===== config.mk =====
export PLATFORM = sky130hd
export DESIGN_NAME = reg_file
export DESIGN_NICKNAME = d
export VERILOG_FILES = /design/src/logic/rv_pkg.sv /design/src/logic/reg_file.sv
export SDC_FILE = /design/constraint.sdc
export NUM_CORES = 2
export LEC_CHECK = 0
export BUFFER_PORTS_ARGS = -buffer_cell sky130_fd_sc_hd__buf_2
export CORE_UTILIZATION = 55
export CTS_CLUSTER_DIAMETER = 200
export DETAILED_ROUTE_END_ITERATION = 6
export GPL_ROUTABILITY_DRIVEN = 0
export MAX_ROUTING_LAYER = met4
export PLACE_DENSITY = 0.72
export SYNTH_ARGS = -nofsm -noshare
export SYNTH_HDL_FRONTEND = slang
export SYNTH_SLANG_ARGS = --single-unit
export TNS_END_PERCENT = 20

===== constraint.sdc =====
create_clock -name clk -period 4.2 [get_ports clk]
set_input_delay 0 -clock clk [delete_from_list [all_inputs] [get_ports clk]]
set_output_delay 0 -clock clk [all_outputs]
set_load 0.01 [all_outputs]

===== src/logic/rv_pkg.sv =====
//////////////////////////////
// RV32I core shared definitions
// Widths, opcodes, ALU codes and
// the two instruction views
//////////////////////////////

package rv_pkg;

    localparam int XLEN        = 32;
    localparam int REG_ADDR_W  = 5;
    localparam int IMEM_ADDR_W = 8;   // 256 instruction words
    localparam int DMEM_ADDR_W = 5;   // 32 data words

    localparam logic [6:0] OPC_OP     = 7'b0110011;
    localparam logic [6:0] OPC_OP_IMM = 7'b0010011;
    localparam logic [6:0] OPC_LOAD   = 7'b0000011;
    localparam logic [6:0] OPC_STORE  = 7'b0100011;

    localparam logic [XLEN-1:0] NOP_INSTR = 32'h0000_0013;  // ADDI x0,x0,0

    typedef enum logic [2:0] {
        ALU_ADD,
        ALU_SUB,
        ALU_AND,
        ALU_OR,
        ALU_XOR,
        ALU_SLT
    } alu_op_t;

    // R-type, with funct7/rs2 doubling as imm[11:5]/imm[4:0] for I-type
    typedef struct packed {
        logic [6:0] funct7;
        logic [4:0] rs2;
        logic [4:0] rs1;
        logic [2:0] funct3;
        logic [4:0] rd;
        logic [6:0] opcode;
    } instr_ri_t;

    typedef struct packed {
        logic [6:0] imm_hi;
        logic [4:0] rs2;
        logic [4:0] rs1;
        logic [2:0] funct3;
        logic [4:0] imm_lo;
        logic [6:0] opcode;
    } instr_s_t;

    typedef union packed {
        instr_ri_t ri;
        instr_s_t  s;
    } instr_t;

endpackage


===== src/logic/reg_file.sv =====
//////////////////////////////
// Integer register file
// Two bypassed read ports, one
// write port, registered debug read
//////////////////////////////

`timescale 1ns/1ps

module reg_file (
    input  logic                          clk,
    input  logic                          i_rst,
    input  logic                          i_en,
    input  logic [rv_pkg::REG_ADDR_W-1:0] i_rs1_addr,
    input  logic [rv_pkg::REG_ADDR_W-1:0] i_rs2_addr,
    input  logic                          i_wr_en,
    input  logic [rv_pkg::REG_ADDR_W-1:0] i_wr_addr,
    input  logic [rv_pkg::XLEN-1:0]       i_wr_data,
    input  logic [rv_pkg::REG_ADDR_W-1:0] i_dbg_addr,
    output logic [rv_pkg::XLEN-1:0]       o_rs1_data,
    output logic [rv_pkg::XLEN-1:0]       o_rs2_data,
    output logic [rv_pkg::XLEN-1:0]       o_dbg_data
);
    import rv_pkg::*;

    logic [XLEN-1:0] regs [2**REG_ADDR_W];
    logic            we;

    assign we = i_en && i_wr_en && (i_wr_addr != '0);  // x0 never written

    always_ff @(posedge clk) begin
        if (i_rst) begin
            for (int i = 0; i < 2**REG_ADDR_W; i++) begin
                regs[i] <= '0;
            end
        end else if (we) begin
            regs[i_wr_addr] <= i_wr_data;
        end
    end

    // Write-first, so WB to ID needs no forwarding path
    assign o_rs1_data = (we && i_wr_addr == i_rs1_addr) ? i_wr_data : regs[i_rs1_addr];
    assign o_rs2_data = (we && i_wr_addr == i_rs2_addr) ? i_wr_data : regs[i_rs2_addr];

    always_ff @(posedge clk) begin
        o_dbg_data <= regs[i_dbg_addr];
    end

endmodule


* Word-level counts from Yosys, hierarchy flattened
Memory sizes are Yosys's and may differ from the RTL's. A register that Yosys moved wholly into a read port is not among the register bits.
Index checks and enable logic that the tools add are counted.
** Operators by class
- Eq/ne operators :: 2
- Mux-type cells :: 10
- Reductions and logical operators :: 6
** Operator list (count)
- $mux W32 :: 3
- $reduce_or A32 Y1 :: 1
- $eq A5 B5 Y1 :: 2
- $mux W1 :: 6
- $mux W5 :: 1
- $reduce_bool A5 Y1 :: 1
- $logic_and A1 B1 Y1 :: 4
** Word-level totals
- Flip-flop bits (word level) :: 0
- RAM bits :: 1024
- Output and inout bits :: 96
- Logic and storage cells :: 19
- Memories kept :: 1
** Memory list
- regs :: words 32, width 32, read ports 3, clocked after Yosys merged registers in 1, write ports 32, line reg_file.sv:25 : logic [XLEN-1:0] regs [2**REG_ADDR_W];

* Logic depth before layout (Yosys ltp)
- Word-level depth :: 7
- Mapped depth :: 8
- Depth with buffers taken out :: 5

* Least setup slack after synthesis
Ideal clock, no wire load.
- Path type :: input port to flip-flop
- Start :: input i_dbg_addr[0] (netlist name)
- End :: register o_dbg_data[10] (netlist name) (read register of regs)
- Library setup time :: 0.121 ns
- Arrival time :: 1.760 ns
- Required time :: 4.079 ns
- Slack :: 2.320 ns
- Cell stages on the path :: 6
- Path buffers :: 3
- Path through :: clkbuf_1 -> buf_6 -> buf_6 -> mux4_2 -> mux4_2 -> mux2_2
** RTL lines
- start, declared :: line reg_file.sv:18 : input logic [rv_pkg::REG_ADDR_W-1:0] i_dbg_addr,
- end, declared :: line reg_file.sv:21 : output logic [rv_pkg::XLEN-1:0] o_dbg_data

* Final worst setup path
- Start :: input i_rs1_addr[2] (netlist name)
- End :: output o_rs1_data[15] (netlist name)
** On the way
- Word-level cells in the longest chain between the ends :: 3
** RTL lines
- start, declared :: line reg_file.sv:13 : input logic [rv_pkg::REG_ADDR_W-1:0] i_rs1_addr,
- branches (longest 2 deep; another with $mem_v2 Z32 W32)
- $mux W32 * :: line reg_file.sv:41 : assign o_rs1_data = (we && i_wr_addr == i_rs1_addr) ? i_wr_data : regs[i_rs1_addr];
- end, declared :: line reg_file.sv:19 : output logic [rv_pkg::XLEN-1:0] o_rs1_data,
Mark *: on every way between the ends.

==> impl_metrics.yaml <==
timing:
  relSlewSlack: 0.159
  fin_crit_sh: 0.746
  fin_skew_ns: 0.0222
  fin_ws_ns: 1.07
  hold_ws_ns: 0.0981
  finalHoldViolations: 0
  drv_slew: 0
  final.min_clock_period_ns: 3.13
  setup_viol: 0
  tightest_slew_ns: 1.26
  rsz0062_at_grt: "no"
  fmaxAchievable_ghz: 0.319
  finalSetupTns_ns: 0
route:
  vias_per_cell: 7.57
  vias: 41746
  avgRoutedWirePerCell_um: 39.7
  ant_nets: 0
  drtIter0Drc: 7614
  first_pass_iters: 7
  remaining_drc_errors: 1
  routed_wl_um: 219000
die:
  num_rows: 122
  initial_core_util: 0.558
  core_area_um2: 111000
  boundaryPins: 152
  die_w_um: 338
  die_h_um: 338
  die_area_um2: 114000
clock_tree:
  cts_tree: "yes"
  postCtsHoldBufs: 34
  post_cts_buffers: 0
  clkTransAtPathRegs_ns: 0.06
  root_buffer: "clkbuf_16"
  clk_path_buf_depth: 3
  cts.sinks: 1056
  insertion_delay_ns: 0.72
  cts_repair_resize_count: 0
  cts_buffers: 115
  cts_max_level: 3
global_routing:
  grt_max_degree: 88
  grt_pass1_vias: 40403
  antenna_found_initial: 21
  overflow: 0
  track_usage: 0.401
  grt_pass1_wl_um: 304000
worst_setup_path:
  slowest_stage: "nand3_2"
  r2r-end: "o_dbg_data[1]"
  critical_path.cell_chain: "buf_2, nand3_2, o22ai_1, nor4_1, mux2_2, buf_2"
  cp_common_cell: "buf_2"
  critical_path_arrival_ns: 3.13
  crit_path_max_fanout: 29
  path_class: "in -> out"
  r2r_slack_ns: 2.18
  startpoint_type: "input port"
  critPathRequiredTime_ns: 4.20
  end_kind: "output port"
  max_stage_delay_ns: 1.07
  cp_top_family: "simple AND/OR/NAND/NOR gates"
  crit_buf_inv: 2
  r2r_cells: 3
  worstReg2RegStart: "regs[26][1]"
yosys:
  syn_inst: 3886
  ys_seq_area_frac: 0.506
  synth_top_area_frac: 0.495
  yosys-top-cells-area: "edfxtp_1, mux4_2, and2_1"
  netlist_area_um2: 62100
  ys_ff_latch: 1056
  ys_warn_count: 0
  yosys.area.top_type: "edfxtp_1"
  postSynthAreaPerCell_um2: 16.0
  yosysUniqueCellTypes: 35
hold_path:
  hold_class: "in -> reg"
  min_from: "i_dbg_addr[3]"
  whs_path_depth: 3
  min_to: "o_dbg_data[7]"
placement:
  port_buffers: 151
  hpwl_um: 125000
  dp_slack_ns: 1.31
  place_area_um2: 64900
  dp_cells: 5245
outcome:
  status: "finished, violations left"
  violations: "DRC"
layout:
  fillCellCount: 7868
  mostFrequentLayoutCell: "edfxtp_1"
  final_area_um2: 69100
  final_util: 0.621
  layout-drive-gt1-share: 0.367
  nets: 3964
  area_growth_pct: 11.3
  instances_no_fill: 5512
  final_cell_mix: "edfxtp_1, and2_1, mux4_2"
power_and_ir_drop:
  leakagePower_nw: 23.1
  p_switching_mw: 6.95
  p_sw_frac: 0.256
  powerDensity_nw_per_um2: 392
  total_power_mw: 27.1
  power_frac_comb: 0.150
  p_seq_frac: 0.464
  ir_worst_vdd_mv: 0.320
  internal_power_mw: 20.2
  p_clk_frac: 0.386
job:
  cap_violations: 0
-- metal layers --
metal,GRT usage,wire (um),vias to the layer above
li1,-,-,15728
met5,-,0,-
met1,0.510,75300,21388
met2,0.552,95800,3944
met4,0.227,13300,0
met3,0.152,34600,686
-- worst max path at each step --
stage          depth (start not counted)              to  slack (ns)          start
2_1_floorplan                          6  o_dbg_data[10]        2.32  i_dbg_addr[0]
3_3_place_gp                           6  o_rs1_data[30]        1.32  i_rs1_addr[1]
3_5_place_dp                           7   o_rs1_data[1]        1.31  i_rs1_addr[1]
4_1_cts                                7   o_rs1_data[1]        1.29  i_rs1_addr[1]
5_1_grt                                6  o_rs1_data[30]        1.12  i_rs1_addr[1]
6_report                               6  o_rs1_data[15]        1.07  i_rs1_addr[2]
-- cells in the mapped netlist --
cell type  number
a31oi_1         2
a21oi_1         3
and2_1        992
nand2_1         6
o2111a_1        2
buf_1          27
clkbuf_2        1
nand2b_1        2
nor4_1         62
buf_2          58
nor3_1          5
xor2_1          6
nor2_1         40
and4_1          2
nand3b_1       13
and3_1          2
buf_4          23
nand3_1         7
dfxtp_1        32
clkbuf_1      339
buf_6           7
conb_1          1
or3b_2          4
or3_1           3
mux4_2        828
o22ai_1       248
a211oi_1        2
mux2_2         94
xnor2_1         4
nor2b_1         2
edfxtp_1     1024
nand4_1         2
o211ai_1        2
mux2i_1        10
or2_2          31
-- final cells by class --
class	instances	area [um^2]	area share
clock buffers	145	3170	0.0458
repair buffers	329	2820	0.0409
clock inverters	67	672	0.00972
well taps	1488	1860	0.0269
diodes	21	52.6	0.000760
multi-input cells	2406	29200	0.422
flip-flops and latches	1056	31400	0.454
-- registers in the layout, summed over array words and instances, names as in the netlist --
| register | count |
|---|---|
| regs | 1024 |
| o_dbg_data | 32 |
-- kinds of logic after synthesis --
| kind of cell | Yosys count | share of synthesized area |
|---|---|---|
| AO/OA/AOI/OAI | 259 | 0.0263 |
| XOR/XNOR | 10 | 0.00141 |
| buffers and inverters | 455 | 0.0309 |
| flip-flops | 1056 | 0.506 |
| multiplexers | 932 | 0.319 |
| other | 1 | 0.0000604 |
| AND/OR/NAND/NOR | 1173 | 0.117 |
-- power groups by stage --
stage               Sequential, mW  Clock [mW]  Combinational [mW]
finish                        12.6        10.5                4.07
CTS                           12.6        10.4                3.98
detailed placement            12.8           0                3.93
global placement              12.7           0                3.92
global route                  12.6        10.8                4.15
floorplan                     12.6           0                2.54
-- worst min-delay path: stages --
cell and delay [ns]:
buf_4 0.27, mux4_2 0.31, mux2_2 0.17
(Power assumes the default switching activity.)
