**src/logic/rv_pkg.sv**
```systemverilog
//////////////////////////////
// RV32I core shared definitions
// Widths, opcodes, ALU codes and
// the two instruction views
//////////////////////////////

package rv_pkg;

    localparam int XLEN        = 32;
    localparam int REG_ADDR_W  = 5;
    localparam int IMEM_ADDR_W = 8;   // 256 instruction words
    localparam int DMEM_ADDR_W = 5;   // 32 data words

    localparam logic [6:0] OPC_OP     = 7'b0110011;
    localparam logic [6:0] OPC_OP_IMM = 7'b0010011;
    localparam logic [6:0] OPC_LOAD   = 7'b0000011;
    localparam logic [6:0] OPC_STORE  = 7'b0100011;

    localparam logic [XLEN-1:0] NOP_INSTR = 32'h0000_0013;  // ADDI x0,x0,0

    typedef enum logic [2:0] {
        ALU_ADD,
        ALU_SUB,
        ALU_AND,
        ALU_OR,
        ALU_XOR,
        ALU_SLT
    } alu_op_t;

    // R-type, with funct7/rs2 doubling as imm[11:5]/imm[4:0] for I-type
    typedef struct packed {
        logic [6:0] funct7;
        logic [4:0] rs2;
        logic [4:0] rs1;
        logic [2:0] funct3;
        logic [4:0] rd;
        logic [6:0] opcode;
    } instr_ri_t;

    typedef struct packed {
        logic [6:0] imm_hi;
        logic [4:0] rs2;
        logic [4:0] rs1;
        logic [2:0] funct3;
        logic [4:0] imm_lo;
        logic [6:0] opcode;
    } instr_s_t;

    typedef union packed {
        instr_ri_t ri;
        instr_s_t  s;
    } instr_t;

endpackage

```
**src/logic/mem_wb_stage.sv**
```systemverilog
//////////////////////////////
// Memory and writeback stage
// Data memory, MEM/WB register
// and writeback select
//////////////////////////////

`timescale 1ns/1ps

module mem_wb_stage (
    input  logic                          clk,
    input  logic                          i_rst,
    input  logic                          i_en,
    input  logic                          i_regwrite,
    input  logic                          i_memread,
    input  logic                          i_memwrite,
    input  logic [rv_pkg::REG_ADDR_W-1:0] i_rd,
    input  logic [rv_pkg::XLEN-1:0]       i_alu,
    input  logic [rv_pkg::XLEN-1:0]       i_store_data,
    output logic                          o_wb_en,
    output logic [rv_pkg::REG_ADDR_W-1:0] o_wb_rd,
    output logic [rv_pkg::XLEN-1:0]       o_wb_data
);
    import rv_pkg::*;

    logic [XLEN-1:0]        dmem [2**DMEM_ADDR_W];
    logic [DMEM_ADDR_W-1:0] addr;
    logic [XLEN-1:0]        load_data;

    assign addr      = i_alu[DMEM_ADDR_W+1:2];  // Word accesses only
    assign load_data = dmem[addr];

    always_ff @(posedge clk) begin
        if (i_rst) begin
            for (int i = 0; i < 2**DMEM_ADDR_W; i++) begin
                dmem[i] <= '0;
            end
        end else if (i_en && i_memwrite) begin
            dmem[addr] <= i_store_data;
        end
    end

    always_ff @(posedge clk) begin
        if (i_rst) begin
            o_wb_en <= 1'b0;
        end else if (i_en) begin
            o_wb_en <= i_regwrite;
        end
    end

    always_ff @(posedge clk) begin
        if (i_en) begin
            o_wb_rd   <= i_rd;
            o_wb_data <= i_memread ? load_data : i_alu;
        end
    end

endmodule

```
**config.mk**
```make
export PLATFORM = sky130hd
export DESIGN_NAME = mem_wb_stage
export DESIGN_NICKNAME = d
export VERILOG_FILES = /design/src/logic/rv_pkg.sv /design/src/logic/mem_wb_stage.sv
export SDC_FILE = /design/constraint.sdc
export NUM_CORES = 1
export LEC_CHECK = 0
export ABC_AREA = 1
export ABC_CLOCK_PERIOD_IN_PS = 2100
export BUFFER_PORTS_ARGS = -buffer_cell sky130_fd_sc_hd__buf_2
export CAP_MARGIN = 10
export CORE_MARGIN = 2
export CORE_UTILIZATION = 45
export CTS_CLUSTER_DIAMETER = 80
export DETAILED_ROUTE_END_ITERATION = 10
export GPL_ROUTABILITY_DRIVEN = 0
export PLACE_DENSITY = 0.72
export SLEW_MARGIN = 20
export SYNTH_ARGS = -nofsm -noshare
export SYNTH_HDL_FRONTEND = slang
export SYNTH_SLANG_ARGS = --single-unit
```
**constraint.sdc**
```tcl
create_clock -name clk -period 2.1 [get_ports clk]
set_input_delay 0.105 -clock clk [delete_from_list [all_inputs] [get_ports clk]]
set_output_delay 0.105 -clock clk [all_outputs]
set_load 0.005 [all_outputs]
```
After elaboration in Yosys (flattened, before gate mapping)
Memory sizes are Yosys's and may differ from the RTL's.
Cells that the tools add are included.

operators by class
  multiplexer cells = 9
  reduce and logical (&&, ||, !) cells = 2

operators by type and width
  operator             number
  two-way mux 32 bit   2
  OR reduction 32 bit  1
  two-way mux 1 bit    6
  two-way mux 5 bit    1
  logical AND 1 bit    1

word-level totals
  register bits = 38
  bits in writable memories = 1,024
  bits of input ports = 75
  output and inout bits = 38
  word-level logic and storage cells = 15
  memories = 1

memory list
  memory  depth  bits a word  rd ports  clocked after Yosys merged registers in  write ports  line                RTL
  dmem    32     32           1         0                                        32           mem_wb_stage.sv:25  logic [XLEN-1:0] dmem [2**DMEM_ADDR_W];

Longest topological paths before layout
Gate-level depths: netlist of run 1.

  depth in word-level cells = 6
  depth in mapped cells = 14
  gate-level depth less buffers = 11

Worst setup path before layout of run 1
Ideal clock, no wire load.

  path type = input port to flip-flop
  from = input i_alu[2] (netlist bit)
  to = memory dmem[13][0] (enable)
  library setup time = 0.389 ns
  arrival time = 1.926 ns
  required time = 1.711 ns
  path slack = -0.215 ns
  stages on the path = 7
  cell sequence = buf_2 -> inv_2 -> buf_2 -> nor3_2 -> nand2_1 -> clkbuf_1 -> nand2_1

RTL lines
  what         line                RTL
  from (decl)  mem_wb_stage.sv:17  input logic [rv_pkg::XLEN-1:0] i_alu,
  to (decl)    mem_wb_stage.sv:25

Final worst setup path of run 1
  from = input i_alu[4] (netlist bit)
  to = register o_wb_data[17] (netlist bit) (data pin)

on the way
  longest elaborated chain between the ends = 2

RTL lines
  what                       line                RTL
  memory read (32 x 32 bit)  n/a
  two-way mux 32 bit         mem_wb_stage.sv:53  o_wb_data <= i_memread ? load_data : i_alu;
  to (signal assigned)       mem_wb_stage.sv:53
  to (decl)                  mem_wb_stage.sv:21  output logic [rv_pkg::XLEN-1:0] o_wb_data

Every way passes these cells.
A chain may end at the register's enable or synchronous reset.

==> summary.md, run 1 <==
| Metric | Value |
|---|---|
| Combinational share of power | 9.0% |
| Die Ht | 331.6 um |
| Share of cells above drive strength 1 | 9.667% |
| Flop pwr share | 52.1% |
| Mean routed wirelength per cell | approximately 22 um |
| Fmax | 503.8 MHz |
| I/O Pins | 113 |
| Final worst-path cycle share | 94.52% |
| Final hold violation count | 0 |
| Cells along the critical path | dlygate4sd3_1, buf_2, buf_4, inv_2, nor3_4, buf_12, nand2_1, nand2_1, nor2_1, buf_4, nand3_1, nand2_1, inv_1 |
| Synth cell types | 16 |
| Slew Limit Headroom | between 50% and 60% |
| Start point of the critical path | i_alu[4] |
| Setup Skew | 0.03333 ns |
| Worst R2R Path Depth | 10 |
| CP required | 2.68 ns |
| PwrDens | 857.0 nW/um^2 |
| CP Capture Point | o_wb_data[17] |
| Warnings from Yosys | 0 |
| Number of synthesized flops with an enable pin | 1061 |
| Most common cell after layout, fill and taps aside | nand2_1 |
| First-pass GRT wire length | 226100 um |
| CTS clk-pin slew, worst paths | 0.06 ns |
| Drt total wl | 149900 um |
| Crit Path Category | primary input to register |
| DP HPWL | 89170 um |
| Die W | 331.6 um |
| Placed Cells | ~6700 |
| Postcts setup bufs | 0 |
| Most common cell on crit path | nand2_1 |
| Largest area contributor in the netlist | edfxtp_1 |
| Root Buffer | clkbuf_16 |
| Drt pass-1 iters | 6 |
| GRT overflow | 0 |
| Reg-to-reg slack, setup | 0.47 ns |
| # diodes | 0 |
| Sw Share | 24.31% |
| Stages on the worst setup path | 13 |
| Layout Cells excl Fill | 6927 |
| Core area | approximately 110000 um^2 |
| Leak | 0.02405 uW |
| Vias per Instance | 5.460 |
| Minimum clock period after layout | 1.985 ns |
| Slew Limit Fails | 0 |
| Setup-failing EPs final | 0 |
| CTS tree | yes |
| # hold bufs at CTS | 35 |
| Initial detailed-routing violation count | 5043 |
| Maxcap violations | 0 |
| Worst Path Max Fanout | 36 |
| Synth top area share | 65.97% |
| Slowest CP cell | dlygate4sd3_1 |
| Place WS | 0.03229 ns |
| Crit start category | primary input |
| Reg-to-reg endpoint | o_wb_data[20] |
| Crit end category | register |
| Vias | 37823 |
| # resized after CTS | 0 |
| Clk pwr share | 38.9% |
| Async S/R FF share, synth | 0% |
| Syn nets | 5433 |
| Gr usage total | between 20% and 30% |
| Net Sw Power | 11560 uW |
| CTS sink cnt | 1062 |
| DIE AREA | 110000 um^2 |
| Largest net degree at the start of global routing | 74 |
| Setup ws final | ~0.12 ns |
| Internal power | 35980 uW |
| TNS Setup | 0 ns |
| Initial antenna violation count | 5 |
| Hold Crit Class | primary input to register |
| Worst Tran Pin Value | roughly 0.65 ns |
| Crit path DAT | 2.56 ns |
| H-tree depth | 3 |
| CTS Buf Count | around 110 |
| Synth Register Bits | approximately 1100 |
| Largest stage delay, worst path | 0.68 ns |
| Syn_area_per_cell | between 9 and 10 um^2 |
| Vias in the first global route | 36800 |
| Register area share after synthesis | 66.01% |
| Total Nets Final | around 5500 |
| Mapped Cells | 5358 |
| Maximum VDD drop | between 0.0006 and 0.0007 V |
| PortBufs | 112 |
| FF-to-FF Start | dmem[25][20] |
| Total Power | between 40000 and 50000 uW |
| Status | complete, no violations |
| Skew-Pair Late Insertion Delay | 0.71 ns |
| Antenna-violating nets left | 0 |
| Row Count | 120 |
| Clock Tree Buf Depth | 3 |
| Area delta synth->final | 14.86% |
| Unrepaired setup endpoints after global routing | false |
| CP delay by family, top | buffers and inverters |
| Commonest non-fill, non-tap cells in the layout | 2535 x nand2_1, 1093 x nor2_1, 1061 x edfxtp_1, 141 x buf_4 |
| DRC | 0 |
| Initial Utilization | 45.24% |
| CP bufs+invs | 7 |
| Synthesized cell area | 48300 um^2 |
| Leading cell types by total area after synthesis | edfxtp_1 66%, nand2_1 20%, nor2_1 8.5% |
| Prevailing post-synth register cell | edfxtp_1 |
-- layout make-up --
type	count	area [um^2]
flip-flops and latches	1062	31880
multi-input cells	3808	14680
clock buffers	141	2899
inverters	99	386.6
fillers	9303	51280
repair buffers	360	3435
well taps	1403	1755
clock inverters	54	441.7
-- worst reg2reg max path: cells and delay by family, from the launching register on --
| kind | cells | cell delay, ns |
|---|---|---|
| AND/OR/NAND/NOR | 9 | 1.00 |
| flip-flops | 1 | 0.37 |
| buffers and inverters | 1 | 0.04 |
-- state kept, by name, summed over array words and instances (netlist names) --
name,flops
o_wb_en,1
dmem,1024
o_wb_rd,5
o_wb_data,32
-- power groups by stage --
stage	combinational (uW)	clock, uW	sequential (uW)
2_1_floorplan	2310	0	25100
3_3_place_gp	4110	0	25100
3_5_place_dp	4150	0	25200
4_1_cts	4230	18600	24700
5_1_grt	4650	19400	24800
6_report	4290	18500	24800
-- stage by stage --
| stage | utilization, % | area [um^2] | hold slack [ns] |
|---|---|---|---|
| 4_1_cts | 51.96 | 55470 | 0.005087 |
| 2_1_floorplan | - | 48380 | 0.1985 |
| 3_3_place_gp | 48.48 | 51750 | 0.2865 |
| 3_5_place_dp | 48.51 | 51780 | 0.2877 |
| 5_1_grt | 51.96 | 55470 | 0.03762 |
| 6_report | 51.96 | 55470 | 0.02289 |
-- cells by family after synthesis --
logic type / Yosys count / synth area share [%]
compound gates: 13 / 0.1554
buf+inv: 488 / 3.868
flops: 1062 / 66.01
simple gates: 3795 / 29.97
-- worst min path at each step --
stage / start / end / slack [ns] / cells past startpoint
final: i_store_data[2] / dmem[25][2] / 0.02 / 4
after detailed placement: i_rd[1] / o_wb_rd[1] / 0.29 / 1
after global placement: i_rd[2] / o_wb_rd[2] / 0.29 / 1
after CTS: i_store_data[3] / dmem[20][3] / 0.005 / 4
after global routing: i_store_data[22] / dmem[12][22] / 0.04 / 4
after floorplan: i_en / o_wb_en / 0.20 / 1
-- cell usage after synthesis (6+ instances only) --
cell,count
nand2_1,2567
nor2_1,1098
edfxtp_1,1061
clkbuf_1,325
nand3_1,99
inv_1,93
buf_1,35
buf_2,29
or2_2,24
nor3_2,7
a21oi_1,6
-- layer usage --
metal	global-route usage, %	routed length [um]	up-vias
met5	0	51	-
met4	13.15	7578	8
met3	5.718	19140	403
met2	42.77	67890	2460
met1	35.84	55220	17860
li1	-	-	17092
Power figures use the tool's default switching activity.
==> run 2: changes to the inputs <==
--- a/config.mk
+++ b/config.mk
@@ -11,9 +11,11 @@
 export CAP_MARGIN = 10
 export CORE_MARGIN = 2
 export CORE_UTILIZATION = 45
+export CTS_BUF_LIST = sky130_fd_sc_hd__clkbuf_8
 export CTS_CLUSTER_DIAMETER = 80
 export DETAILED_ROUTE_END_ITERATION = 10
 export GPL_ROUTABILITY_DRIVEN = 0
+export HOLD_SLACK_MARGIN = 0.12
 export PLACE_DENSITY = 0.72
 export SLEW_MARGIN = 20
 export SYNTH_ARGS = -nofsm -noshare
==> summary.md, run 2 (same netlist as run 1, synthesis figures left out) <==
| Metric | Value |
|---|---|
| Status | complete, no violations |
| Gr usage total | 27.32% |
| Final worst-path cycle share | 98.38% |
| Slew Limit Fails | 0 |
| First-pass GRT wire length | ~230000 um |
| TNS Setup | 0 ns |
| CTS tree | yes |
| Setup-failing EPs final | 0 |
| Final hold violation count | 0 |
| DP HPWL | 89170 um |
| Drt pass-1 iters | 6 |
| CTS Buf Count | 170 |
| Most common cell after layout, fill and taps aside | nand2_1 |
| Die W | 331.6 um |
| Total Nets Final | ~5700 |
| Max reg flops | roughly 1000 |
| Crit Path Category | primary input to register |
| Antenna-violating nets left | 0 |
| Crit end category | register |
| Drt total wl | 152500 um |
| CTS clk-pin slew, worst paths | 0.07 ns |
| Area delta synth->final | 16.08% |
| Worst Tran Pin Value | between 0.6 and 0.7 ns |
| PortBufs | between 100 and 150 |
| Core area | 106800 um^2 |
| Mean routed wirelength per cell | 21.44 um |
| PwrDens | 811.0 nW/um^2 |
| Initial Utilization | 45.24% |
| GRT overflow | 0 |
| Biggest register | dmem |
| Leak | 0.02456 uW |
| Crit path DAT | 2.81 ns |
| Skew-Pair Late Insertion Delay | 0.87 ns |
| Largest regs | dmem (1024), o_wb_data (32), o_wb_rd (5) |
| DIE AREA | 110000 um^2 |
| Clock Tree Buf Depth | 3 |
| Largest net degree at the start of global routing | 74 |
| Post-layout util | a little over half |
| Row Count | 120 |
| Initial detailed-routing violation count | 4945 |
| Minimum clock period after layout | 2.066 ns |
| Fmax | 484.0 MHz |
| Commonest non-fill, non-tap cells in the layout | 2534 x nand2_1, 1091 x nor2_1, 1061 x edfxtp_1, 172 x clkbuf_8, 155 x inv_1 |
| Crit start category | primary input |
| Die Ht | 331.6 um |
| Setup Skew | between 0.04 and 0.05 ns |
| Maximum VDD drop | 0.0005927 V |
| CP required | between 2 and 3 ns |
| DRC | 0 |
| H-tree depth | 4 |
| Hold Crit Class | primary input to register |
| Vias per Instance | 5.440 |
| Slew Limit Headroom | 54.95% |
| Root Buffer | clkbuf_8 |
| Vias | 38690 |
| Share of cells above drive strength 1 | 10.46% |
| Vias in the first global route | roughly 38000 |
| Worst Path Max Fanout | 36 |
| Maxcap violations | 0 |
| Initial antenna violation count | 4 |
| CTS sink cnt | 1062 |
| I/O Pins | 113 |
==> run 2: cell types whose count changed in the layout (fill, tap and decap cells not counted), sizes merged, moves of 2 or more <==
cell	delta
dlygate4sd3	+73
inv	+68
clkbuf	+35
clkinv	+7
bufinv	-2
==> run 2: power by group <==
part / leakage (uW) / switching, uW / internal [uW] / total, uW
Sequential: 0.0101 / 331 / 24400 / 24800
Combinational: 0.0127 / 3100 / 1370 / 4480
Clock: 0.00176 / 8340 / 7900 / 16200
Total: 0.0246 / 11800 / 33700 / 45500
==> run 2: metal layers <==
layer / GRT usage [%] / vias up / wire [um]
met3: 6.255 / 415 / 19600
met4: 13.11 / 4 / 7498
met2: 42.99 / 2655 / 68950
li1: - / 17404 / -
met1: 35.86 / 18212 / 56430
met5: 0 / - / 28
==> run 2: stage by stage <==
step / instance area [um^2] / power [uW] / std cells / setup slack [ns] / hold slack [ns]
2_1_floorplan: 48380 / 27410 / 5358 / 0.07494 / 0.1985
3_3_place_gp: 51750 / 29250 / 6696 / -0.4761 / 0.2865
3_5_place_dp: 51780 / 29340 / 6697 / 0.03229 / 0.2877
4_1_cts: 55880 / 45380 / 7105 / 0.01653 / 0.1204
5_1_grt: 56060 / 46850 / 7112 / -0.002963 / 0.1774
6_report: 56060 / 45470 / 7112 / 0.03408 / 0.1794
==> run 2: critical path, stage by stage <==
cell           delay, ns
buf_2               0.15
dlygate4sd3_1       0.57
buf_4               0.17
inv_2               0.11
nor3_4              0.22
buf_12              0.26
nand2_1             0.09
nand2_1             0.19
nor2_1              0.06
buf_4               0.14
nand3_1             0.06
nand2_1             0.05
dlygate4sd3_1       0.54
inv_1               0.05
==> run 2: layout make-up <==
type / instances / area (um^2)
antenna: 1 / 2.502
clock buffer: 172 / 2367
clock inverter: 127 / 636.9
fill: 9331 / 50690
inverter: 99 / 414.1
multi-input combinational: 3808 / 14680
sequential: 1062 / 31880
tap: 1403 / 1755
timing repair buffer: 439 / 4315
timing repair inverter: 1 / 8.758
==> run 2: worst paths after layout <==
check	cells after the start	startpoint	end	slack, ns
hold / removal	5	i_alu[24]	o_wb_data[24]	0.18
hold reg to reg	8	dmem[19][21]	o_wb_data[21]	0.82
setup / recovery	14	i_alu[4]	o_wb_data[22]	0.03
setup reg to reg	11	dmem[2][9]	o_wb_data[9]	0.10
==> run 2: timing repair <==
action                                   CTS  global route
resized for setup                          0            14
hold buffers                             109             0
buffers inserted                           0             1
endpoints found under the setup margin     0             7
endpoints found under the hold margin   1105             0
