[config.mk]
export PLATFORM = sky130hd
export DESIGN_NAME = decode_stage
export DESIGN_NICKNAME = d
export VERILOG_FILES = /design/src/logic/rv_pkg.sv /design/src/logic/decode_stage.sv
export SDC_FILE = /design/constraint.sdc
export NUM_CORES = 1
export LEC_CHECK = 0
export BUFFER_PORTS_ARGS = -buffer_cell sky130_fd_sc_hd__buf_4
export CORE_MARGIN = 4
export CORE_UTILIZATION = 41
export DETAILED_ROUTE_END_ITERATION = 8
export PLACE_DENSITY = 0.87
export SETUP_SLACK_MARGIN = 0.05
export SYNTH_ARGS = -nofsm -noshare
export SYNTH_HDL_FRONTEND = slang
export SYNTH_SLANG_ARGS = --single-unit
[constraint.sdc]
create_clock -name clk -period 1.9 [get_ports clk]
set_input_delay 0.285 -clock clk [delete_from_list [all_inputs] [get_ports clk]]
set_output_delay 0.285 -clock clk [all_outputs]
set_load 0.01 [all_outputs]
[src/logic/rv_pkg.sv]
//////////////////////////////
// RV32I core shared definitions
// Widths, opcodes, ALU codes and
// the two instruction views
//////////////////////////////

package rv_pkg;

    localparam int XLEN        = 32;
    localparam int REG_ADDR_W  = 5;
    localparam int IMEM_ADDR_W = 8;   // 256 instruction words
    localparam int DMEM_ADDR_W = 5;   // 32 data words

    localparam logic [6:0] OPC_OP     = 7'b0110011;
    localparam logic [6:0] OPC_OP_IMM = 7'b0010011;
    localparam logic [6:0] OPC_LOAD   = 7'b0000011;
    localparam logic [6:0] OPC_STORE  = 7'b0100011;

    localparam logic [XLEN-1:0] NOP_INSTR = 32'h0000_0013;  // ADDI x0,x0,0

    typedef enum logic [2:0] {
        ALU_ADD,
        ALU_SUB,
        ALU_AND,
        ALU_OR,
        ALU_XOR,
        ALU_SLT
    } alu_op_t;

    // R-type, with funct7/rs2 doubling as imm[11:5]/imm[4:0] for I-type
    typedef struct packed {
        logic [6:0] funct7;
        logic [4:0] rs2;
        logic [4:0] rs1;
        logic [2:0] funct3;
        logic [4:0] rd;
        logic [6:0] opcode;
    } instr_ri_t;

    typedef struct packed {
        logic [6:0] imm_hi;
        logic [4:0] rs2;
        logic [4:0] rs1;
        logic [2:0] funct3;
        logic [4:0] imm_lo;
        logic [6:0] opcode;
    } instr_s_t;

    typedef union packed {
        instr_ri_t ri;
        instr_s_t  s;
    } instr_t;

endpackage

[src/logic/decode_stage.sv]
//////////////////////////////
// Instruction decode stage
// Control decode, immediates,
// load-use stall, ID/EX register
//////////////////////////////

`timescale 1ns/1ps

module decode_stage (
    input  logic                          clk,
    input  logic                          i_rst,
    input  logic                          i_en,
    input  rv_pkg::instr_t                i_instr,
    input  logic                          i_valid,
    input  logic [rv_pkg::XLEN-1:0]       i_rs1_data,
    input  logic [rv_pkg::XLEN-1:0]       i_rs2_data,
    input  logic [rv_pkg::REG_ADDR_W-1:0] i_ex_rd,
    input  logic                          i_ex_memread,
    output logic [rv_pkg::REG_ADDR_W-1:0] o_rs1_addr,
    output logic [rv_pkg::REG_ADDR_W-1:0] o_rs2_addr,
    output logic                          o_stall,
    output rv_pkg::alu_op_t               o_alu_op,
    output logic                          o_alu_src,
    output logic                          o_memread,
    output logic                          o_memwrite,
    output logic                          o_regwrite,
    output logic [rv_pkg::REG_ADDR_W-1:0] o_rd,
    output logic [rv_pkg::REG_ADDR_W-1:0] o_ex_rs1,
    output logic [rv_pkg::REG_ADDR_W-1:0] o_ex_rs2,
    output logic [rv_pkg::XLEN-1:0]       o_a,
    output logic [rv_pkg::XLEN-1:0]       o_b,
    output logic [rv_pkg::XLEN-1:0]       o_imm
);
    import rv_pkg::*;

    alu_op_t         dec_alu_op;
    logic            dec_alu_src;
    logic            dec_memread;
    logic            dec_memwrite;
    logic            dec_regwrite;
    logic            funct_ok;
    logic [XLEN-1:0] dec_imm;
    logic            uses_rs2;
    logic            issue;

    assign o_rs1_addr = i_instr.ri.rs1;
    assign o_rs2_addr = i_instr.ri.rs2;

    // funct3 shared by R-type and I-type arithmetic
    always_comb begin
        funct_ok = 1'b1;
        case (i_instr.ri.funct3)
            3'b000: begin
                dec_alu_op = (i_instr.ri.opcode == OPC_OP && i_instr.ri.funct7[5]) ?
                             ALU_SUB : ALU_ADD;
            end
            3'b010: dec_alu_op = ALU_SLT;
            3'b100: dec_alu_op = ALU_XOR;
            3'b110: dec_alu_op = ALU_OR;
            3'b111: dec_alu_op = ALU_AND;
            default: begin
                dec_alu_op = ALU_ADD;
                funct_ok   = 1'b0;  // Shifts etc. not supported
            end
        endcase
        if (i_instr.ri.opcode == OPC_LOAD || i_instr.ri.opcode == OPC_STORE) begin
            dec_alu_op = ALU_ADD;  // Base plus offset
        end
    end

    always_comb begin
        dec_alu_src  = 1'b0;
        dec_memread  = 1'b0;
        dec_memwrite = 1'b0;
        dec_regwrite = 1'b0;
        dec_imm      = {{20{i_instr.ri.funct7[6]}}, i_instr.ri.funct7, i_instr.ri.rs2};
        case (i_instr.ri.opcode)
            OPC_OP: dec_regwrite = funct_ok;
            OPC_OP_IMM: begin
                dec_regwrite = funct_ok;
                dec_alu_src  = 1'b1;
            end
            OPC_LOAD: begin
                dec_regwrite = 1'b1;
                dec_memread  = 1'b1;
                dec_alu_src  = 1'b1;
            end
            OPC_STORE: begin
                dec_memwrite = 1'b1;
                dec_alu_src  = 1'b1;
                dec_imm      = {{20{i_instr.s.imm_hi[6]}}, i_instr.s.imm_hi, i_instr.s.imm_lo};
            end
            default: ;
        endcase
    end

    // I-type rs2 field holds immediate bits and never stalls
    assign uses_rs2 = (i_instr.ri.opcode == OPC_OP) || (i_instr.ri.opcode == OPC_STORE);
    assign o_stall  = i_valid && i_ex_memread && (i_ex_rd != '0) &&
                      ((i_ex_rd == o_rs1_addr) || (uses_rs2 && i_ex_rd == o_rs2_addr));
    assign issue    = i_valid && !o_stall;

    always_ff @(posedge clk) begin
        if (i_rst) begin
            o_alu_op   <= ALU_ADD;
            o_alu_src  <= 1'b0;
            o_memread  <= 1'b0;
            o_memwrite <= 1'b0;
            o_regwrite <= 1'b0;
        end else if (i_en) begin
            o_alu_op   <= issue ? dec_alu_op : ALU_ADD;  // Bubble on stall
            o_alu_src  <= issue && dec_alu_src;
            o_memread  <= issue && dec_memread;
            o_memwrite <= issue && dec_memwrite;
            o_regwrite <= issue && dec_regwrite;
        end
    end

    always_ff @(posedge clk) begin
        if (i_en) begin
            o_rd     <= i_instr.ri.rd;
            o_ex_rs1 <= o_rs1_addr;
            o_ex_rs2 <= o_rs2_addr;
            o_a      <= i_rs1_data;
            o_b      <= i_rs2_data;
            o_imm    <= dec_imm;
        end
    end

endmodule

Yosys cells after proc, flatten, opt, wreduce, memory -nomap -nowiden. Index checks and enable logic that the tools add are counted. Widths: inputs -> output; s select.

Mux-type cells: 10. Equality and inequality tests: 10. Reductions and logical operators: 19.

Operators by type and width (count): $pmux 3 s5 (1); $eq 7x6->1 const B (2); $eq 5x5->1 (2); $logic_and 1x1->1 (10); $eq 3x3->1 const B (3); $eq 7x2->1 const B (1); $eq 7x5->1 const B (1); $mux 3 (2); $mux 1 (5); $mux 5 (1); $reduce_bool 5->1 (1); $reduce_or 5->1 (1); $eq 3x2->1 const B (1); $logic_not 3->1 (1); $logic_or 1x1->1 (3); $reduce_or 3->1 (1); $pmux 1 s2 (1); $reduce_or 2->1 (1); $logic_not 1->1 (1).

Output and inout port bits: 129. Register bits after elaboration: 98. Word-level logic and storage cells: 50. Input port bits: 106.

Depth between registers and ports, before layout. Gate-level depths: netlist of run 1.

Depth in word-level cells: 8. Gate-level depth with buffers: 5. Gate-level depth less buffers: 5.

Worst setup path before layout of run 1. Ideal clock, no wire load.

Path type: input to register. From: input port i_instr[2] (netlist bit). To: register o_imm[0] (netlist bit), data pin. Path buffers: 0. Setup time: 260 ps. Setup slack: 239 ps. Cell stages on the path: 4. Arrival: 1401 ps. Data required time: 1640 ps. Path through: nand4bb_1 -> or3_1 -> nor2_2 -> mux2_2.

Word-level cells in the longest chain between the ends: 2.

RTL lines: from (decl) (line decode_stage.sv:13) `input rv_pkg::instr_t i_instr,`; $eq 7x6->1 (line decode_stage.sv:77) `case (i_instr.ri.opcode)`; $mux 5 (line decode_stage.sv:77); via dec_imm[0] (line decode_stage.sv:42) `logic [XLEN-1:0] dec_imm;`; to (signal assigned) (line decode_stage.sv:126) `o_imm <= dec_imm;`; to (decl) (line decode_stage.sv:32) `output logic [rv_pkg::XLEN-1:0] o_imm`.

The timed path passes the listed nets, and every way through them passes these cells. A chain may end at the register's enable or synchronous reset.

Worst setup path in the final report of run 1.
From: input port i_ex_rd[4] (netlist bit). To: output port o_stall.

Word-level cells in the longest chain between the ends: 4. Elaborated cells between the ends (all ways): 7. Classes of those cells: eq/ne (2); reduce/logical (5).

RTL lines: from (decl) (line decode_stage.sv:17) `input logic [rv_pkg::REG_ADDR_W-1:0] i_ex_rd,`; $eq 5x5->1 (line decode_stage.sv:100) `((i_ex_rd == o_rs1_addr) || (uses_rs2 && i_ex_rd == o_rs2_addr));`; $logic_and 1x1->1 (line decode_stage.sv:100); $logic_or 1x1->1 (line decode_stage.sv:100); $logic_and 1x1->1 (*) (line decode_stage.sv:99) `assign o_stall = i_valid && i_ex_memread && (i_ex_rd != '0) &&`; to (decl) (line decode_stage.sv:21) `output logic o_stall,`.

Mark *: on every way between the ends. The rest lies on a longest branch, timed or not.

==> run metrics, run 1 <==
row count 33; cell mode on critical path buf_4; Num CTS Buffers 9; Final TNS setup 0 ns; pwr/cell area 851 nW/um^2; CTS H-tree lvls 3; layout cells sized above 1 0.638; antenna viol nets, final 0; Clock power frac 0.283; Mapped Nets 292; Slew Limit Fails 0; final hold vios 0; Slew HR 0.501; Worst-Margin Slew 0.749 ns; Comb power frac 0.152; Placed Area 5180 um^2; CP endpoint kind output port; synthesis-to-finish area growth 53.8%; Worst Path Buf+Inv 2; Final Cycle Share 0.882; slowest CP cell a21oi_4; PortBufs 234; Die Y 100 um; Worst path max stage delay 0.27 ns; crit path cell chain buf_4, xor2_1, nor3_1, nand4_1, a21oi_4, buf_4; switch share 0.229; I/O pin cnt 235; Layout Nets 510; DRT Pass-1 Iters 4; Synth Area per Inst 18.8 um^2; Req. time, crit path 1.62 ns; buffer depth of the longest clock path 2; gp weighted congestion 0.801; Initial Util 0.424; hpwl dp 7.40 mm; post-DR vias/cell 4.66; Multi-input gate area 402 um^2; maximum number of pins on one net before global-route repair 62; YS warnings 0; worst skew pair latency 0.34 ns; Period minus WS final 1.68 ns; vias in the first global route 2498; post-synth cell types 23; maximum vdd ir drop 0.455 mV; Seq pwr share 0.565; Total GRT Usage 0.181; post-route cell area 5380 um^2; MaxCap Viol Count 0; Setup CP Type primary input to output port; Core ar. 8260 um^2; P_leak 0.00232 uW; Die ar. 10100 um^2; drt wl/cell 18.0 um; critical path launch point type primary input; Synth Instances 186; die width 100 um; most common cell after layout, fill and taps aside buf_4; Cell Int Power 3530 uW; CTS root buf clkbuf_8; CTS clk-pin slew, worst paths 0.09 ns; Data arrival, critical path 1.39 ns; Antenna Diode Count 0; drt first-iter violations 59; clk sink count 98; CTS Hold Buffers Added 0; sequential fraction of the synthesis area 0.821; Post-Route WL 9.25 mm; FMAX 597 MHz; endpoints failing setup 0; first-pass GRT wire length 13.7 mm; drt drc 0; CP delay by family, top simple AND/OR/NAND/NOR gates; clk_skew 0 ns; Psw 1050 uW; FF+latch count, synth 98; Total Power 4580 uW; most frequent cells in the layout buf_4, edfxtp_1, nand2_1; worst min path class primary input to flip-flop; CTS tree done; worst-path fanout max 8; DR vias 2394; Fill cells 643; global route overflow 0; RSZ-0062 raised after global routing false; flip-flop and latch area 2870 um^2; outcome finished clean; initial antenna violation count 0; Netlist Area Pre-Place 3500 um^2
[timing repair]
action / in CTS / in global routing
setup buffers: 0 / 0
hold endpoints to repair: 0 / 0
resized for setup: 0 / 1
setup endpoints to repair: 0 / 1
[cells in the mapped netlist]
master / number / area, um^2
nand4bb_1: 1 / 11.3
inv_1: 2 / 7.51
o2111ai_1: 1 / 8.76
edfxtp_1: 91 / 2730
dfxtp_1: 7 / 140
or4_1: 3 / 22.5
o21ai_0: 5 / 25.0
or3_1: 1 / 6.26
xnor2_1: 3 / 26.3
or2_2: 1 / 6.26
nor2_2: 1 / 6.26
a21oi_2: 1 / 8.76
nand4_1: 1 / 6.26
nor2_1: 4 / 15.0
nand2_1: 11 / 41.3
a41oi_1: 1 / 8.76
buf_4: 30 / 225
nand3_1: 3 / 15.0
xor2_1: 8 / 70.1
mux2_2: 5 / 56.3
o41ai_2: 2 / 32.5
o211ai_2: 1 / 12.5
nor3_1: 3 / 15.0
[metrics by stage]
step / hold slack, ns / setup WS [ns] / cells / util
final: 0.107 / 0.225 / 514 / 0.652
after global routing: 0.0769 / 0.0951 / 514 / 0.652
after CTS: 0.0845 / 0.152 / 514 / 0.651
after detailed placement: 0.450 / -0.0387 / 498 / 0.628
after global placement: 0.450 / 0.000117 / 498 / 0.628
after floorplan: 0.384 / 0.239 / 186 / -
[power groups by stage]
stage | clock network (uW) | registers, uW | logic, uW
after floorplan | 0 | 2720 | 124
after global placement | 0 | 2630 | 693
after detailed placement | 0 | 2640 | 708
after CTS | 1330 | 2590 | 709
after global routing | 1440 | 2610 | 742
final | 1290 | 2590 | 697
[path summary, 6_finish.rpt]
check | start | endpoint | slack, ns | depth (start not counted)
hold / removal | i_rs2_data[12] | o_b[12] | 0.11 | 1
setup / recovery | i_ex_rd[4] | o_stall | 0.22 | 6
hold reg to reg | o_alu_op[1] | o_alu_op[1] | 0.48 | 2
setup reg to reg | o_alu_op[2] | o_alu_op[2] | 1.33 | 2
[worst reg2reg max path, cell delays in order (launching register included)]
cell	delay [ns]
dfxtp_1	0.33
nand2_1	0.05
o21ai_0	0.08
[per-layer routing]
| metal | track usage | share of wire |
|---|---|---|
| met5 | 0 | 0 |
| met2 | 0.334 | 0.56 |
| met1 | 0.197 | 0.34 |
| met4 | 0.0653 | 0.0066 |
| met3 | 0.0493 | 0.095 |
[cells by family after synthesis]
group | count (synthesis) | share of synthesized area
and+or+nand+nor | 29 | 0.0415
muxes | 5 | 0.0161
buffers and inverters | 32 | 0.0665
xor gates and xnor gates | 11 | 0.0275
DFF | 98 | 0.821
AOI/OAI and AO/OA | 11 | 0.0275
[sequential cells by signal (all words and copies together) (netlist names), 3 cells and up]
signal,cells
o_a,32
o_b,32
o_imm,12
o_ex_rs1,5
o_ex_rs2,5
o_rd,5
o_alu_op,3
[layout make-up]
type | count | area share
multi-input cells | 56 | 0.0746
repair buffers | 237 | 0.330
inverters | 2 | 0.00139
clock inverters | 7 | 0.0125
flip-flops and latches | 98 | 0.534
clock buffers | 9 | 0.0230
well taps | 105 | 0.0244
No activity file was read; power rests on OpenSTA's default activity.
==> run 2, diff against run 1 <==
--- a/config.mk
+++ b/config.mk
@@ -9,7 +9,8 @@
 export CORE_MARGIN = 4
 export CORE_UTILIZATION = 41
 export DETAILED_ROUTE_END_ITERATION = 8
-export PLACE_DENSITY = 0.87
+export MAX_ROUTING_LAYER = met4
+export PLACE_DENSITY = 0.79
 export SETUP_SLACK_MARGIN = 0.05
 export SYNTH_ARGS = -nofsm -noshare
 export SYNTH_HDL_FRONTEND = slang
==> run metrics, run 2 (synthesis gave the netlist of run 1 again) <==
drt drc 0; Req. time, crit path 1.62 ns; CTS Hold Buffers Added 0; synthesis-to-finish area growth 53.2%; CTS root buf clkbuf_8; Post-Layout Cell Count 514; clk sink count 98; maximum vdd ir drop 0.413 mV; Die ar. 10100 um^2; utilization after layout 0.649; final hold slack 0.104 ns; CP endpoint kind output port; cell mode on critical path buf_4; outcome finished clean; Final TNS setup 0 ns; drt wl/cell 17.4 um; Final Cycle Share 0.903; CTS tree done; worst-path fanout max 8; die width 100 um; initial antenna violation count 0; CTS clk-pin slew, worst paths 0.10 ns; post_cts resized 0; worst min path class primary input to flip-flop; critical path launch point type primary input; most frequent cells in the layout buf_4, edfxtp_1, nand2_1; Antenna Diode Count 0; PortBufs 234; first-pass GRT wire length 12.9 mm; Layout Nets 510; Setup CP Type primary input to output port; Num CTS Buffers 9; CTS H-tree lvls 3; gp weighted congestion 0.896; endpoints failing setup 0; Post-Route WL 8.96 mm; biggest regs o_a (32), o_b (32), o_imm (12); I/O pin cnt 235; MaxCap Viol Count 0; slowest CP cell or4_1; Worst-Margin Slew 0.589 ns; Period minus WS final 1.72 ns; Slew Limit Fails 0; crit path cell chain buf_4, or4_1, o211ai_2, a21oi_4, buf_4; vias in the first global route 2522; RSZ-0062 raised after global routing false; DRT Pass-1 Iters 4; FMAX 583 MHz; DR vias 2436; antenna viol nets, final 0; worst skew pair latency 0.34 ns; clk_skew 0 ns; Slew HR 0.607; Inst Count DP 498; post-CTS setup buffers 0; global route overflow 0; hpwl dp 7.22 mm; post-DR vias/cell 4.74; layout cells sized above 1 0.643; P_leak 0.00231 uW; Worst path max stage delay 0.54 ns; Initial Util 0.424; Core ar. 8260 um^2; buffer depth of the longest clock path 2; most common cell after layout, fill and taps aside buf_4; drt first-iter violations 86; row count 33; Total GRT Usage 0.177; pwr/cell area 831 nW/um^2; maximum number of pins on one net before global-route repair 49; Die Y 100 um; final hold vios 0; Data arrival, critical path 1.43 ns
[run 2: cell count changes in the layout (fill, tap and decap cells not counted)]
cell        change
inv_6           +1
clkinv_2        +3
clkinv_1        -2
clkinv_4        -2
bufinv_16       -1
clkinvlp_4      +1
[run 2: stage by stage]
stage	total power, uW	cell area [um^2]	worst slack (ns)
finish	4460	5360	0.183
floorplan	2840	3500	0.239
CTS	4510	5350	0.156
global route	4650	5360	0.112
global placement	3320	5180	0.0307
detailed placement	3340	5180	0.00605
[run 2: metal layers]
metal,vias to the layer above,track usage,share of wire
met3,7,0.0549,0.10
met5,-,-,0
met4,0,0.0580,0.010
met1,1175,0.185,0.35
met2,153,0.315,0.54
li1,1101,-,-
[run 2: worst paths after layout]
path                  startpoint          end  slack [ns]  cells past startpoint
setup / recovery      i_ex_rd[1]      o_stall        0.18                      5
hold / removal    i_rs1_data[28]      o_a[28]        0.10                      1
setup reg to reg     o_alu_op[0]  o_alu_op[0]        1.31                      2
hold reg to reg        o_alu_src    o_alu_src        0.47                      2
[run 2: report_power, final]
group / switching (uW) / internal (uW)
Sequential: 52.5 / 2530
Combinational: 302 / 394
Clock: 701 / 475
Total: 1060 / 3400
[run 2: layout make-up]
class                      instances  area [um^2]
fill                             624         2900
tap                              105          131
multi-input combinational         56          402
clock inverter                     7         43.8
clock buffer                       9          124
timing repair buffer             237         1780
inverter                           2         7.51
sequential                        98         2870
[run 2: critical path: cells and delay by family]
family	cells	cell delay, ns
AND/OR/NAND/NOR	1	0.54
buffers and inverters	2	0.29
AO/OA/AOI/OAI	2	0.31
